[src/hw/noc_types_pkg.sv]
package noc_types_pkg;

  localparam int beat_width       = 32;
  localparam int empty_width      = 2;
  localparam int beats_per_packet = 8;

  // node address as carried in two link beats
  typedef struct packed {
    logic [31:0] hw_addr;  // whole first beat
    logic [15:0] sw_addr;
    logic [6:0]  port;
    logic        flag;     // bit 8 of second beat
  } node_addr_t;

  typedef struct packed {
    node_addr_t  dest_addr;
    node_addr_t  src_addr;
    logic [31:0] lamport;
    logic [95:0] data;     // beat 6 in the low word
  } packet_t;

  typedef struct packed {
    logic [beat_width-1:0]  data;
    logic [empty_width-1:0] empty;
    logic                   startofpacket;
    logic                   endofpacket;
  } stream_beat_t;

  typedef logic link_id_t;

  typedef struct packed {
    packet_t  packet;
    link_id_t link;        // link the packet arrived on
  } tagged_packet_t;

endpackage : noc_types_pkg

[src/hw/stream_fifo.sv]
`timescale 1ns/100ps

module stream_fifo #(
  parameter type payload_t = logic [31:0],
  parameter int  depth     = 4
) (
  input  logic     clk,
  input  logic     reset_n,
  input  payload_t in_data,
  input  logic     in_valid,
  output logic     in_ready,
  output payload_t out_data,
  output logic     out_valid,
  input  logic     out_ready
);

  localparam int ptr_width   = (depth > 1) ? $clog2(depth) : 1;
  localparam int count_width = $clog2(depth + 1);

  payload_t               mem [depth];
  logic [ptr_width-1:0]   wr_ptr;
  logic [ptr_width-1:0]   rd_ptr;
  logic [count_width-1:0] count;
  logic [count_width-1:0] count_next;
  logic                   push;
  logic                   pop;

  function automatic logic [ptr_width-1:0] next_ptr(input logic [ptr_width-1:0] ptr);
    return (ptr == ptr_width'(depth - 1)) ? '0 : ptr + 1'b1;
  endfunction

  assign push       = in_valid & in_ready;
  assign pop        = out_valid & out_ready;
  assign out_valid  = (count != '0);
  assign out_data   = mem[rd_ptr];
  assign count_next = count + push - pop;

  always_ff @(posedge clk or negedge reset_n) begin
    if (!reset_n) begin
      wr_ptr   <= '0;
      rd_ptr   <= '0;
      count    <= '0;
      in_ready <= 1'b0;  // opens one cycle after reset
    end else begin
      if (push) wr_ptr <= next_ptr(wr_ptr);
      if (pop) rd_ptr <= next_ptr(rd_ptr);
      count    <= count_next;
      in_ready <= (count_next != count_width'(depth));
    end
  end

  always_ff @(posedge clk) begin
    if (push) begin
      mem[wr_ptr] <= in_data;
    end
  end

endmodule : stream_fifo

[src/hw/packet_receiver.sv]
`timescale 1ns/100ps

module packet_receiver import noc_types_pkg::*; #(
  parameter int fifo_depth = 4
) (
  input  logic         clk,
  input  logic         reset_n,
  input  stream_beat_t beat,
  input  logic         valid,
  output logic         ready,
  output logic         packet_valid,
  output packet_t      packet_data,
  output logic         nearly_done,
  output logic         framing_error
);

  typedef enum logic [$clog2(beats_per_packet)-1:0] {
    DEST_ADDR0,
    DEST_ADDR1,
    SRC_ADDR0,
    SRC_ADDR1,
    LAMPORT,
    DATA0,
    DATA1,
    DATA2
  } rx_state_t;

  stream_beat_t fifo_beat;
  logic         fifo_valid;
  logic         deser_ready;
  logic         take;
  logic         finish;
  logic         resync;  // dropping rest of an unstarted packet
  rx_state_t    state;
  packet_t      temp_packet;

  stream_fifo #(
    .payload_t (stream_beat_t),
    .depth     (fifo_depth)
  ) u_beat_fifo (
    .clk       (clk),
    .reset_n   (reset_n),
    .in_data   (beat),
    .in_valid  (valid),
    .in_ready  (ready),
    .out_data  (fifo_beat),
    .out_valid (fifo_valid),
    .out_ready (deser_ready)
  );

  assign take   = fifo_valid & deser_ready;
  assign finish = take & (state == DATA2) & !fifo_beat.startofpacket &
                  fifo_beat.endofpacket;

  always_ff @(posedge clk or negedge reset_n) begin
    if (!reset_n) begin
      state         <= DEST_ADDR0;
      resync        <= 1'b0;
      deser_ready   <= 1'b0;
      packet_valid  <= 1'b0;
      nearly_done   <= 1'b0;
      framing_error <= 1'b0;
    end else begin
      deser_ready   <= !finish;  // one idle cycle per packet
      packet_valid  <= finish;
      nearly_done   <= 1'b0;
      framing_error <= 1'b0;
      if (take) begin
        if (fifo_beat.startofpacket) begin
          // a start beat always opens a new packet
          resync        <= 1'b0;
          framing_error <= (state != DEST_ADDR0) | fifo_beat.endofpacket;
          state         <= fifo_beat.endofpacket ? DEST_ADDR0 : DEST_ADDR1;
        end else if (state == DEST_ADDR0) begin
          if (!resync) framing_error <= 1'b1;  // missing sop
          resync <= !fifo_beat.endofpacket;
        end else if (fifo_beat.endofpacket != (state == DATA2)) begin
          framing_error <= 1'b1;  // early or missing eop
          resync        <= !fifo_beat.endofpacket;
          state         <= DEST_ADDR0;
        end else begin
          nearly_done <= (state == DATA1);
          state       <= (state == DATA2) ? DEST_ADDR0 : rx_state_t'(state + 1'b1);
        end
      end
    end
  end

  always_ff @(posedge clk) begin
    if (take) begin
      if (fifo_beat.startofpacket) begin
        temp_packet.dest_addr.hw_addr <= fifo_beat.data;
      end else begin
        case (state)
          DEST_ADDR0: temp_packet.dest_addr.hw_addr <= fifo_beat.data;
          DEST_ADDR1: begin
            {temp_packet.dest_addr.sw_addr, temp_packet.dest_addr.port,
             temp_packet.dest_addr.flag} <= fifo_beat.data[beat_width-1:8];  // low byte unused
          end
          SRC_ADDR0:  temp_packet.src_addr.hw_addr <= fifo_beat.data;
          SRC_ADDR1: begin
            {temp_packet.src_addr.sw_addr, temp_packet.src_addr.port,
             temp_packet.src_addr.flag} <= fifo_beat.data[beat_width-1:8];
          end
          LAMPORT:    temp_packet.lamport <= fifo_beat.data;
          DATA0:      temp_packet.data[31:0] <= fifo_beat.data;
          DATA1:      temp_packet.data[63:32] <= fifo_beat.data;
          default:    ;  // last word goes straight to the output
        endcase
      end
    end
    if (finish) begin
      packet_data            <= temp_packet;
      packet_data.data[95:64] <= fifo_beat.data;
    end
  end

endmodule : packet_receiver

[src/hw/packet_merge.sv]
`timescale 1ns/100ps

module packet_merge import noc_types_pkg::*; #(
  parameter int queue_depth = 2
) (
  input  logic           clk,
  input  logic           reset_n,
  input  logic           rx0_valid,
  input  packet_t        rx0_packet,
  input  logic           rx1_valid,
  input  packet_t        rx1_packet,
  output logic           pkt_valid,
  output tagged_packet_t pkt_data
);

  packet_t    q_data [2];
  logic [1:0] q_valid;
  link_id_t   sel_link;
  link_id_t   rr_ptr;  // link favoured on a tie

  stream_fifo #(
    .payload_t (packet_t),
    .depth     (queue_depth)
  ) u_queue0 (
    .clk       (clk),
    .reset_n   (reset_n),
    .in_data   (rx0_packet),
    .in_valid  (rx0_valid),
    .in_ready  (),
    .out_data  (q_data[0]),
    .out_valid (q_valid[0]),
    .out_ready (sel_link == 1'b0)
  );

  stream_fifo #(
    .payload_t (packet_t),
    .depth     (queue_depth)
  ) u_queue1 (
    .clk       (clk),
    .reset_n   (reset_n),
    .in_data   (rx1_packet),
    .in_valid  (rx1_valid),
    .in_ready  (),
    .out_data  (q_data[1]),
    .out_valid (q_valid[1]),
    .out_ready (sel_link == 1'b1)
  );

  always_comb begin
    sel_link        = q_valid[1] & (!q_valid[0] | rr_ptr);
    pkt_valid       = |q_valid;
    pkt_data.packet = q_data[sel_link];
    pkt_data.link   = sel_link;
  end

  always_ff @(posedge clk or negedge reset_n) begin
    if (!reset_n) begin
      rr_ptr <= 1'b0;
    end else if (pkt_valid) begin
      rr_ptr <= ~sel_link;  // other link goes first next time
    end
  end

endmodule : packet_merge

[src/hw/dual_link_rx.sv]
`timescale 1ns/100ps

module dual_link_rx import noc_types_pkg::*; #(
  parameter int fifo_depth  = 4,
  parameter int queue_depth = 2
) (
  input  logic           clk,
  input  logic           reset_n,
  input  stream_beat_t   link0_beat,
  input  logic           link0_valid,
  output logic           link0_ready,
  input  stream_beat_t   link1_beat,
  input  logic           link1_valid,
  output logic           link1_ready,
  output logic           pkt_valid,
  output tagged_packet_t pkt_data,
  output logic [1:0]     nearly_done,
  output logic [1:0]     framing_error
);

  logic    rx_valid [2];
  packet_t rx_packet [2];

  packet_receiver #(.fifo_depth(fifo_depth)) u_rx0 (
    .clk           (clk),
    .reset_n       (reset_n),
    .beat          (link0_beat),
    .valid         (link0_valid),
    .ready         (link0_ready),
    .packet_valid  (rx_valid[0]),
    .packet_data   (rx_packet[0]),
    .nearly_done   (nearly_done[0]),
    .framing_error (framing_error[0])
  );

  packet_receiver #(.fifo_depth(fifo_depth)) u_rx1 (
    .clk           (clk),
    .reset_n       (reset_n),
    .beat          (link1_beat),
    .valid         (link1_valid),
    .ready         (link1_ready),
    .packet_valid  (rx_valid[1]),
    .packet_data   (rx_packet[1]),
    .nearly_done   (nearly_done[1]),
    .framing_error (framing_error[1])
  );

  packet_merge #(.queue_depth(queue_depth)) u_merge (
    .clk        (clk),
    .reset_n    (reset_n),
    .rx0_valid  (rx_valid[0]),
    .rx0_packet (rx_packet[0]),
    .rx1_valid  (rx_valid[1]),
    .rx1_packet (rx_packet[1]),
    .pkt_valid  (pkt_valid),
    .pkt_data   (pkt_data)
  );

endmodule : dual_link_rx

[config.mk]
export PLATFORM = sky130hd
export DESIGN_NAME = dual_link_rx
export DESIGN_NICKNAME = d
export VERILOG_FILES = /design/src/hw/noc_types_pkg.sv /design/src/hw/stream_fifo.sv /design/src/hw/packet_receiver.sv /design/src/hw/packet_merge.sv /design/src/hw/dual_link_rx.sv
export SDC_FILE = /design/constraint.sdc
export NUM_CORES = 2
export LEC_CHECK = 0
export ABC_AREA = 1
export ABC_CLOCK_PERIOD_IN_PS = 37600
export BUFFER_PORTS_ARGS = -buffer_cell sky130_fd_sc_hd__buf_2
export CAP_MARGIN = 10
export CORE_MARGIN = 2
export CORE_UTILIZATION = 55
export CTS_CLUSTER_DIAMETER = 60
export DETAILED_ROUTE_END_ITERATION = 8
export MAX_ROUTING_LAYER = met4
export PLACE_DENSITY_LB_ADDON = 0.05
export SLEW_MARGIN = 5
export SYNTH_ARGS = -nofsm -noshare
export SYNTH_HDL_FRONTEND = slang
export SYNTH_SLANG_ARGS = --single-unit
[constraint.sdc]
create_clock -name clk -period 37.6 [get_ports clk]
set_clock_uncertainty 0.05 [all_clocks]
set_input_delay 5.64 -clock clk [delete_from_list [all_inputs] [get_ports clk]]
set_output_delay 5.64 -clock clk [all_outputs]
set_load 0.01 [all_outputs]
Word-level counts from Yosys, hierarchy flattened. Memories as Yosys holds them, arrays and structs flattened. Index checks and enable logic that the tools add are counted.

Magnitude comparators: 1. $add $sub $neg: 18. Bitwise gates (word level): 22. Muxes and demuxes: 57. Reductions and logical operators: 38. Equal/unequal tests: 26.

Operators by type and width (count): two-way mux 240 bit (3); two-way mux 32 bit (4); two-way mux 1 bit (38); AND reduction 3 bit (12); == test 3 bit, second input constant (8); two-way mux 3 bit (8); nonzero test 3 bit (6); AND 1 bit (15); == test 3 x 2 -> 1 bit, second input constant (4); AND reduction 2 bit (6); adder 2 x 1 -> 2 bit, second input constant (4); == test 2 bit, second input constant (4); two-way mux 2 bit (4); nonzero test 2 bit (4); zero test 1 bit (7); adder 3 x 1 -> 3 bit (2); adder 3 x 1 -> 3 bit, second input constant (2); == test 3 x 1 -> 1 bit, second input constant (2); zero test 3 bit (2); inequality test 3 bit, second input constant (2); subtractor 3 x 1 -> 3 bit (2); adder 1 bit, second input constant (4); adder 2 x 1 -> 2 bit (2); inequality test 2 x 1 -> 1 bit, second input constant (2); 8 further kinds (15).

Memories kept: 4. Register bits: 939. Input bits: 76. Logic and storage cells: 237. Output and inout port bits: 248. Bits in writable memories: 1248.

Memory list: u_merge.u_queue0.mem (depth 2, bits a word 240, read ports 1, clocked after Yosys merged registers in 0, wr ports 1, RTL line stream_fifo.sv:20) `payload_t mem [depth];`; u_merge.u_queue1.mem (depth 2, bits a word 240, read ports 1, clocked after Yosys merged registers in 0, wr ports 1, RTL line stream_fifo.sv:20); u_rx0.u_beat_fifo.mem (depth 4, bits a word 36, read ports 1, clocked after Yosys merged registers in 0, wr ports 1, RTL line stream_fifo.sv:20); u_rx1.u_beat_fifo.mem (depth 4, bits a word 36, read ports 1, clocked after Yosys merged registers in 0, wr ports 1, RTL line stream_fifo.sv:20).

Depth between registers and ports, before layout.
Word-level depth: 8. Gate-level depth with buffers: 11. Depth with buffers taken out: 10.

By module. Synthesis repeated with hierarchy kept, for this count alone.

Cell total of the unflattened synthesis: 5371. Area total of the unflattened synthesis: 79419.9 µm².

By module, submodules not included: stream_fifo (u_merge.u_queue0 ...) (area each 17744.5 µm², sequential area each 14538.9 µm², cells each 1286, instances 2); packet_receiver (area each 13973.4 µm², sequential area each 13653.1 µm², cells each 521, instances 2); stream_fifo (u_rx0.u_beat_fifo ...) (area each 6262.3 µm², sequential area each 4524.3 µm², cells each 475, instances 2); packet_merge (area each 3459.6 µm², sequential area each 25.0 µm², cells each 807, instances 1).

Worst setup path after synthesis. Ideal clock, no wire load.

Kind: register -> register. From: reg u_rx0.u_beat_fifo.rd_ptr[1]. To: reg u_rx0.packet_valid. Stages on the path, launching flop included: 6. Setup time: 1170 ps. Arrival: 10929 ps. Buffers on the path: 0. Required time: 36380 ps. Slack: 25451 ps. Period minus slack after synthesis: 12149 ps. Path through: dfrtp_1 > inv_1 > nand3_1 > nand2_2 > nand2_2 > nor2_1.

Longest elaborated chain between the ends: 4.

RTL lines: start: declaration (RTL line stream_fifo.sv:22) `logic [ptr_width-1:0] rd_ptr;`; start signal: assignment (RTL line stream_fifo.sv:46) `if (pop) rd_ptr <= next_ptr(rd_ptr);`; memory read (4 x 36 bit) (*); zero test 1 bit (RTL line packet_receiver.sv:52) `assign finish = take & (state == DATA2) & !fifo_beat.startofpacket &`; AND 1 bit (RTL line packet_receiver.sv:52); AND 1 bit (*) (RTL line packet_receiver.sv:52); net u_rx0.finish (RTL line packet_receiver.sv:32) `logic finish;`; end signal: assignment (RTL line packet_receiver.sv:65) `packet_valid <= finish;`; end: declaration (RTL line packet_receiver.sv:11) `output logic packet_valid,`.

Mark *: on every way through the listed nets, which the timed path passes. The rest lies on a longest branch. A chain may end at the register's enable or synchronous reset.

==> impl_metrics.csv <==
group,metric,value,unit
logic_synthesis,ys_types,29,
detailed_routing,drc,0,
place,hpwlAfterDp,96500,um
clock_tree,cts_root_buf,"clkbuf_16",
place,pre_cts_ws,27.49,ns
global_routing,grt_pass1_vias,35545,
timing,setup_viol,0,
worst_setup_path,cp.arrival,5.09,ns
pwr,p_int,4.57,mW
clock_tree,clock_latency,0.83,ns
pwr,powerDensity,80.3,nW/um^2
detailed_routing,wirelength,175000,um
logic_synthesis,synth.net_count,4237,
timing,slew_viol_final,0,
timing,fmax,0.0927,GHz
die,ios,324,
clock_tree,ctsResizeCount,0,
timing,slew_headroom,0.127,
logic_synthesis,synth.largest_area_cell,"edfxtp_1",
detailed_routing,dr_total_vias,37001,
logic_synthesis,ys.warnings.count,0,
pwr,pwr-share-comb,0.286,
detailed_routing,viasPerCell,5.64,
clock_tree,cts.sinks,2171,
logic_synthesis,synth-seq-cells,2171,
cells_and_area,fin_util,0.631,
logic_synthesis,yosysTopAreaCellShare,0.840,
cells_and_area,fin_nets,4679,
run,maxCapViolations,0,
timing,rsz0062_at_grt,"no",
clock_tree,clk_pin_slew,0.06,ns
die,dieHeight,376,um
detailed_routing,routedWlPerCell,26.7,um
die,die_area,141000,sq um
clock_tree,tritoncts,"done",
global_routing,grt_start_max_net_pins,187,
global_routing,gr-usage-all-layers,0.255,
place,dp_cells,6155,
place,place_congestion,0.750,
worst_hold_path,hold_path_class,"reg2reg",
clock_tree,hold_buffers,0,
logic_synthesis,netlist_area,76100,sq um
global_routing,grt_first_pass_wirelength,245000,um
global_routing,grt-ovfl-total,0,
worst_setup_path,cp-end-kind,"output port",
worst_setup_path,required,31.91,ns
timing,worst_slack,26.82,ns
die,initial_utilization,0.554,
cells_and_area,drive_gt1_frac,0.165,
clock_tree,cts_max_level,4,
worst_setup_path,crit_fanout,54,
timing,fin_setup_tns,0,ns
detailed_routing,drtIter0Drc,3785,
logic_synthesis,seq_area_frac_synth,0.854,
worst_setup_path,startpoint_type,"flip-flop",
pwr,clock_power_share,0.279,
die,core-area,137000,sq um
logic_synthesis,netlist_instances,4129,
place,portBuffers,319,
pwr,netSwitchingFraction,0.344,
logic_synthesis,synth.avg_cell_area,18.4,sq um
detailed_routing,ant_nets,0,
global_routing,antenna_found_initial,54,
clock_tree,cts_buffer_depth,3,
die,die_x,376,um
cells_and_area,fin_cells,6566,
timing,fin_crit,10.78,ns
timing,whs,0.352,ns
pwr,seqPwrFrac,0.434,
worst_setup_path,crit_type,"reg2out",
pwr,leakage,29.9,nW
pwr,p_sw,2.40,mW
timing,fin_crit_sh,0.287,
clock_tree,post-cts-setup-buffer-count,0,
logic_synthesis,synth_area_leaders,"edfxtp_1 84%, mux2i_1 3.2%, o211ai_1 2.4%, o21ai_0 2.2%, nand2_1 1.5%",
timing,tightest_slew,1.31,ns
outcome,status,"finished clean",
die,rows,136,
timing,hold_viol,0,
pwr,vdd_drop_max,61.6,uV
clock_tree,cts_inserted_buffers,208,
detailed_routing,drt_first_pass_iters,6,
cells_and_area,synthToLayoutAreaGrowth,14.0,%
[Yosys cell counts]
cell type / n
buf_2: 55
edfxtp_1: 2128
nor3_2: 2
o21ai_1: 46
xnor2_1: 7
a21boi_1: 2
o21ai_0: 332
a21oi_1: 9
buf_1: 10
buf_4: 13
fa_1: 2
and2_1: 2
clkbuf_1: 85
o2111ai_1: 2
o21ai_2: 2
dfrtp_1: 43
nor3_1: 8
nand2_2: 4
buf_6: 18
nand2_1: 299
o22ai_1: 64
nor2_1: 157
nand3_1: 24
xor2_1: 5
inv_2: 2
inv_1: 298
ha_1: 30
mux2i_1: 240
o211ai_1: 240
[through the flow]
| stage | power, mW | instance area (sq um) |
|---|---|---|
| after floorplan | 4.03 | 76100 |
| after global placement | 5.09 | 80300 |
| after detailed placement | 5.11 | 80300 |
| after CTS | 7.04 | 86600 |
| after global routing | 7.24 | 86700 |
| final | 6.97 | 86700 |
[kinds of logic (layout without fill, tap and decap cells)]
logic type               count (synthesis)  count (layout)  synth area share
buffers and inverters                  481            1095            0.0271
AND/OR/NAND/NOR                        496             496            0.0254
other                                    0              29                 0
multiplexers                           240             240            0.0316
flip-flops                            2171            2171             0.854
XOR/XNOR                                12              12           0.00138
AO/OA/AOI/OAI                          697             697            0.0551
adder cells (fa/ha/maj)                 32              32           0.00546
[layout make-up]
| type | count | area (sq um) |
|---|---|---|
| clock buffers | 269 | 5670 |
| multi-input cells | 1477 | 9570 |
| well taps | 1794 | 2240 |
| clock inverters | 113 | 673 |
| flip-flops and latches | 2171 | 65000 |
| fillers | 9587 | 50600 |
| repair buffers | 413 | 2360 |
| inverters | 300 | 1130 |
| diodes | 29 | 72.6 |
[routing by layer]
metal | track usage | up-vias | part of all wire
met3 | 0.0571 | 224 | 0.083
met2 | 0.393 | 1336 | 0.48
met4 | 0.0668 | 0 | 0.020
li1 | - | 16558 | -
met5 | - | - | 0
met1 | 0.348 | 18883 | 0.42
[power by group through the flow]
| stage | Combinational (mW) | Sequential [mW] | Clock [mW] |
|---|---|---|---|
| floorplan | 1.00 | 3.03 | 0 |
| global placement | 2.02 | 3.07 | 0 |
| detailed placement | 2.03 | 3.07 | 0 |
| CTS | 2.03 | 3.02 | 1.98 |
| global route | 2.13 | 3.04 | 2.07 |
| finish | 2.00 | 3.02 | 1.95 |
[final timing paths]
kind                                            to  slack (ns)  depth (start not counted)                        start
max                                  pkt_data[158]       26.82                          5      u_merge.u_queue1.rd_ptr
min                          u_rx1.packet_data[38]        0.35                          0        u_rx1.temp_packet[38]
max reg2reg                  u_rx1.packet_data[86]       32.73                          9  u_rx1.u_beat_fifo.rd_ptr[0]
min reg2reg                  u_rx1.packet_data[38]        0.35                          0        u_rx1.temp_packet[38]
max in group asynchronous  u_merge.u_queue1.rd_ptr       31.90                          2                      reset_n
min in group asynchronous        u_rx0.nearly_done        4.96                          2                      reset_n
[layout by cell type (no fill, tap or decap), types with 6 or more instances in the layout]
cell type / synthesis / layout
nor2_1: 157 / 141
nand3_1: 24 / 24
nor3_2: 2 / 8
inv_1: 298 / 296
clkbuf_1: 85 / 48
o21ai_0: 332 / 332
o22ai_1: 64 / 9
buf_2: 55 / 319
buf_4: 13 / 89
diode_2: 0 / 29
ha_1: 30 / 30
o21ai_1: 46 / 46
xnor2_1: 7 / 7
clkinv_2: 0 / 37
nand2_1: 299 / 299
inv_6: 0 / 6
o211ai_1: 240 / 240
a21oi_1: 9 / 9
edfxtp_1: 2128 / 2128
dfrtp_1: 43 / 39
nor2_4: 0 / 16
o22ai_2: 0 / 55
mux2i_1: 240 / 240
bufinv_16: 0 / 6
clkinv_1: 0 / 60
clkbuf_16: 0 / 217
[worst max-delay path, cell delays in order, from the launching register on]
cell     delay [ns]
dfrtp_4        1.24
buf_4          0.90
buf_4          0.90
mux2i_1        0.16
o21ai_0        0.78
buf_2          0.27
[registers in the layout, summed over array words and instances (netlist names), 2 cells and up]
name and flops:
u_rx1.temp_packet 208, u_rx0.u_beat_fifo.rd_ptr 2, u_rx0.u_beat_fifo.count 3, u_rx1.u_beat_fifo.count 3, u_merge.u_queue1.count 2, u_merge.u_queue0.mem 480, u_rx0.state 3, u_merge.u_queue0.count 2
u_rx1.u_beat_fifo.mem 136, u_rx0.u_beat_fifo.mem 136, u_rx1.packet_data 240, u_rx0.temp_packet 208, u_rx1.u_beat_fifo.rd_ptr 2, u_rx1.state 3, u_rx0.u_beat_fifo.wr_ptr 2, u_merge.u_queue1.mem 480
u_rx1.u_beat_fifo.wr_ptr 2, u_rx0.packet_data 240
Power figures use the tool's default switching activity.
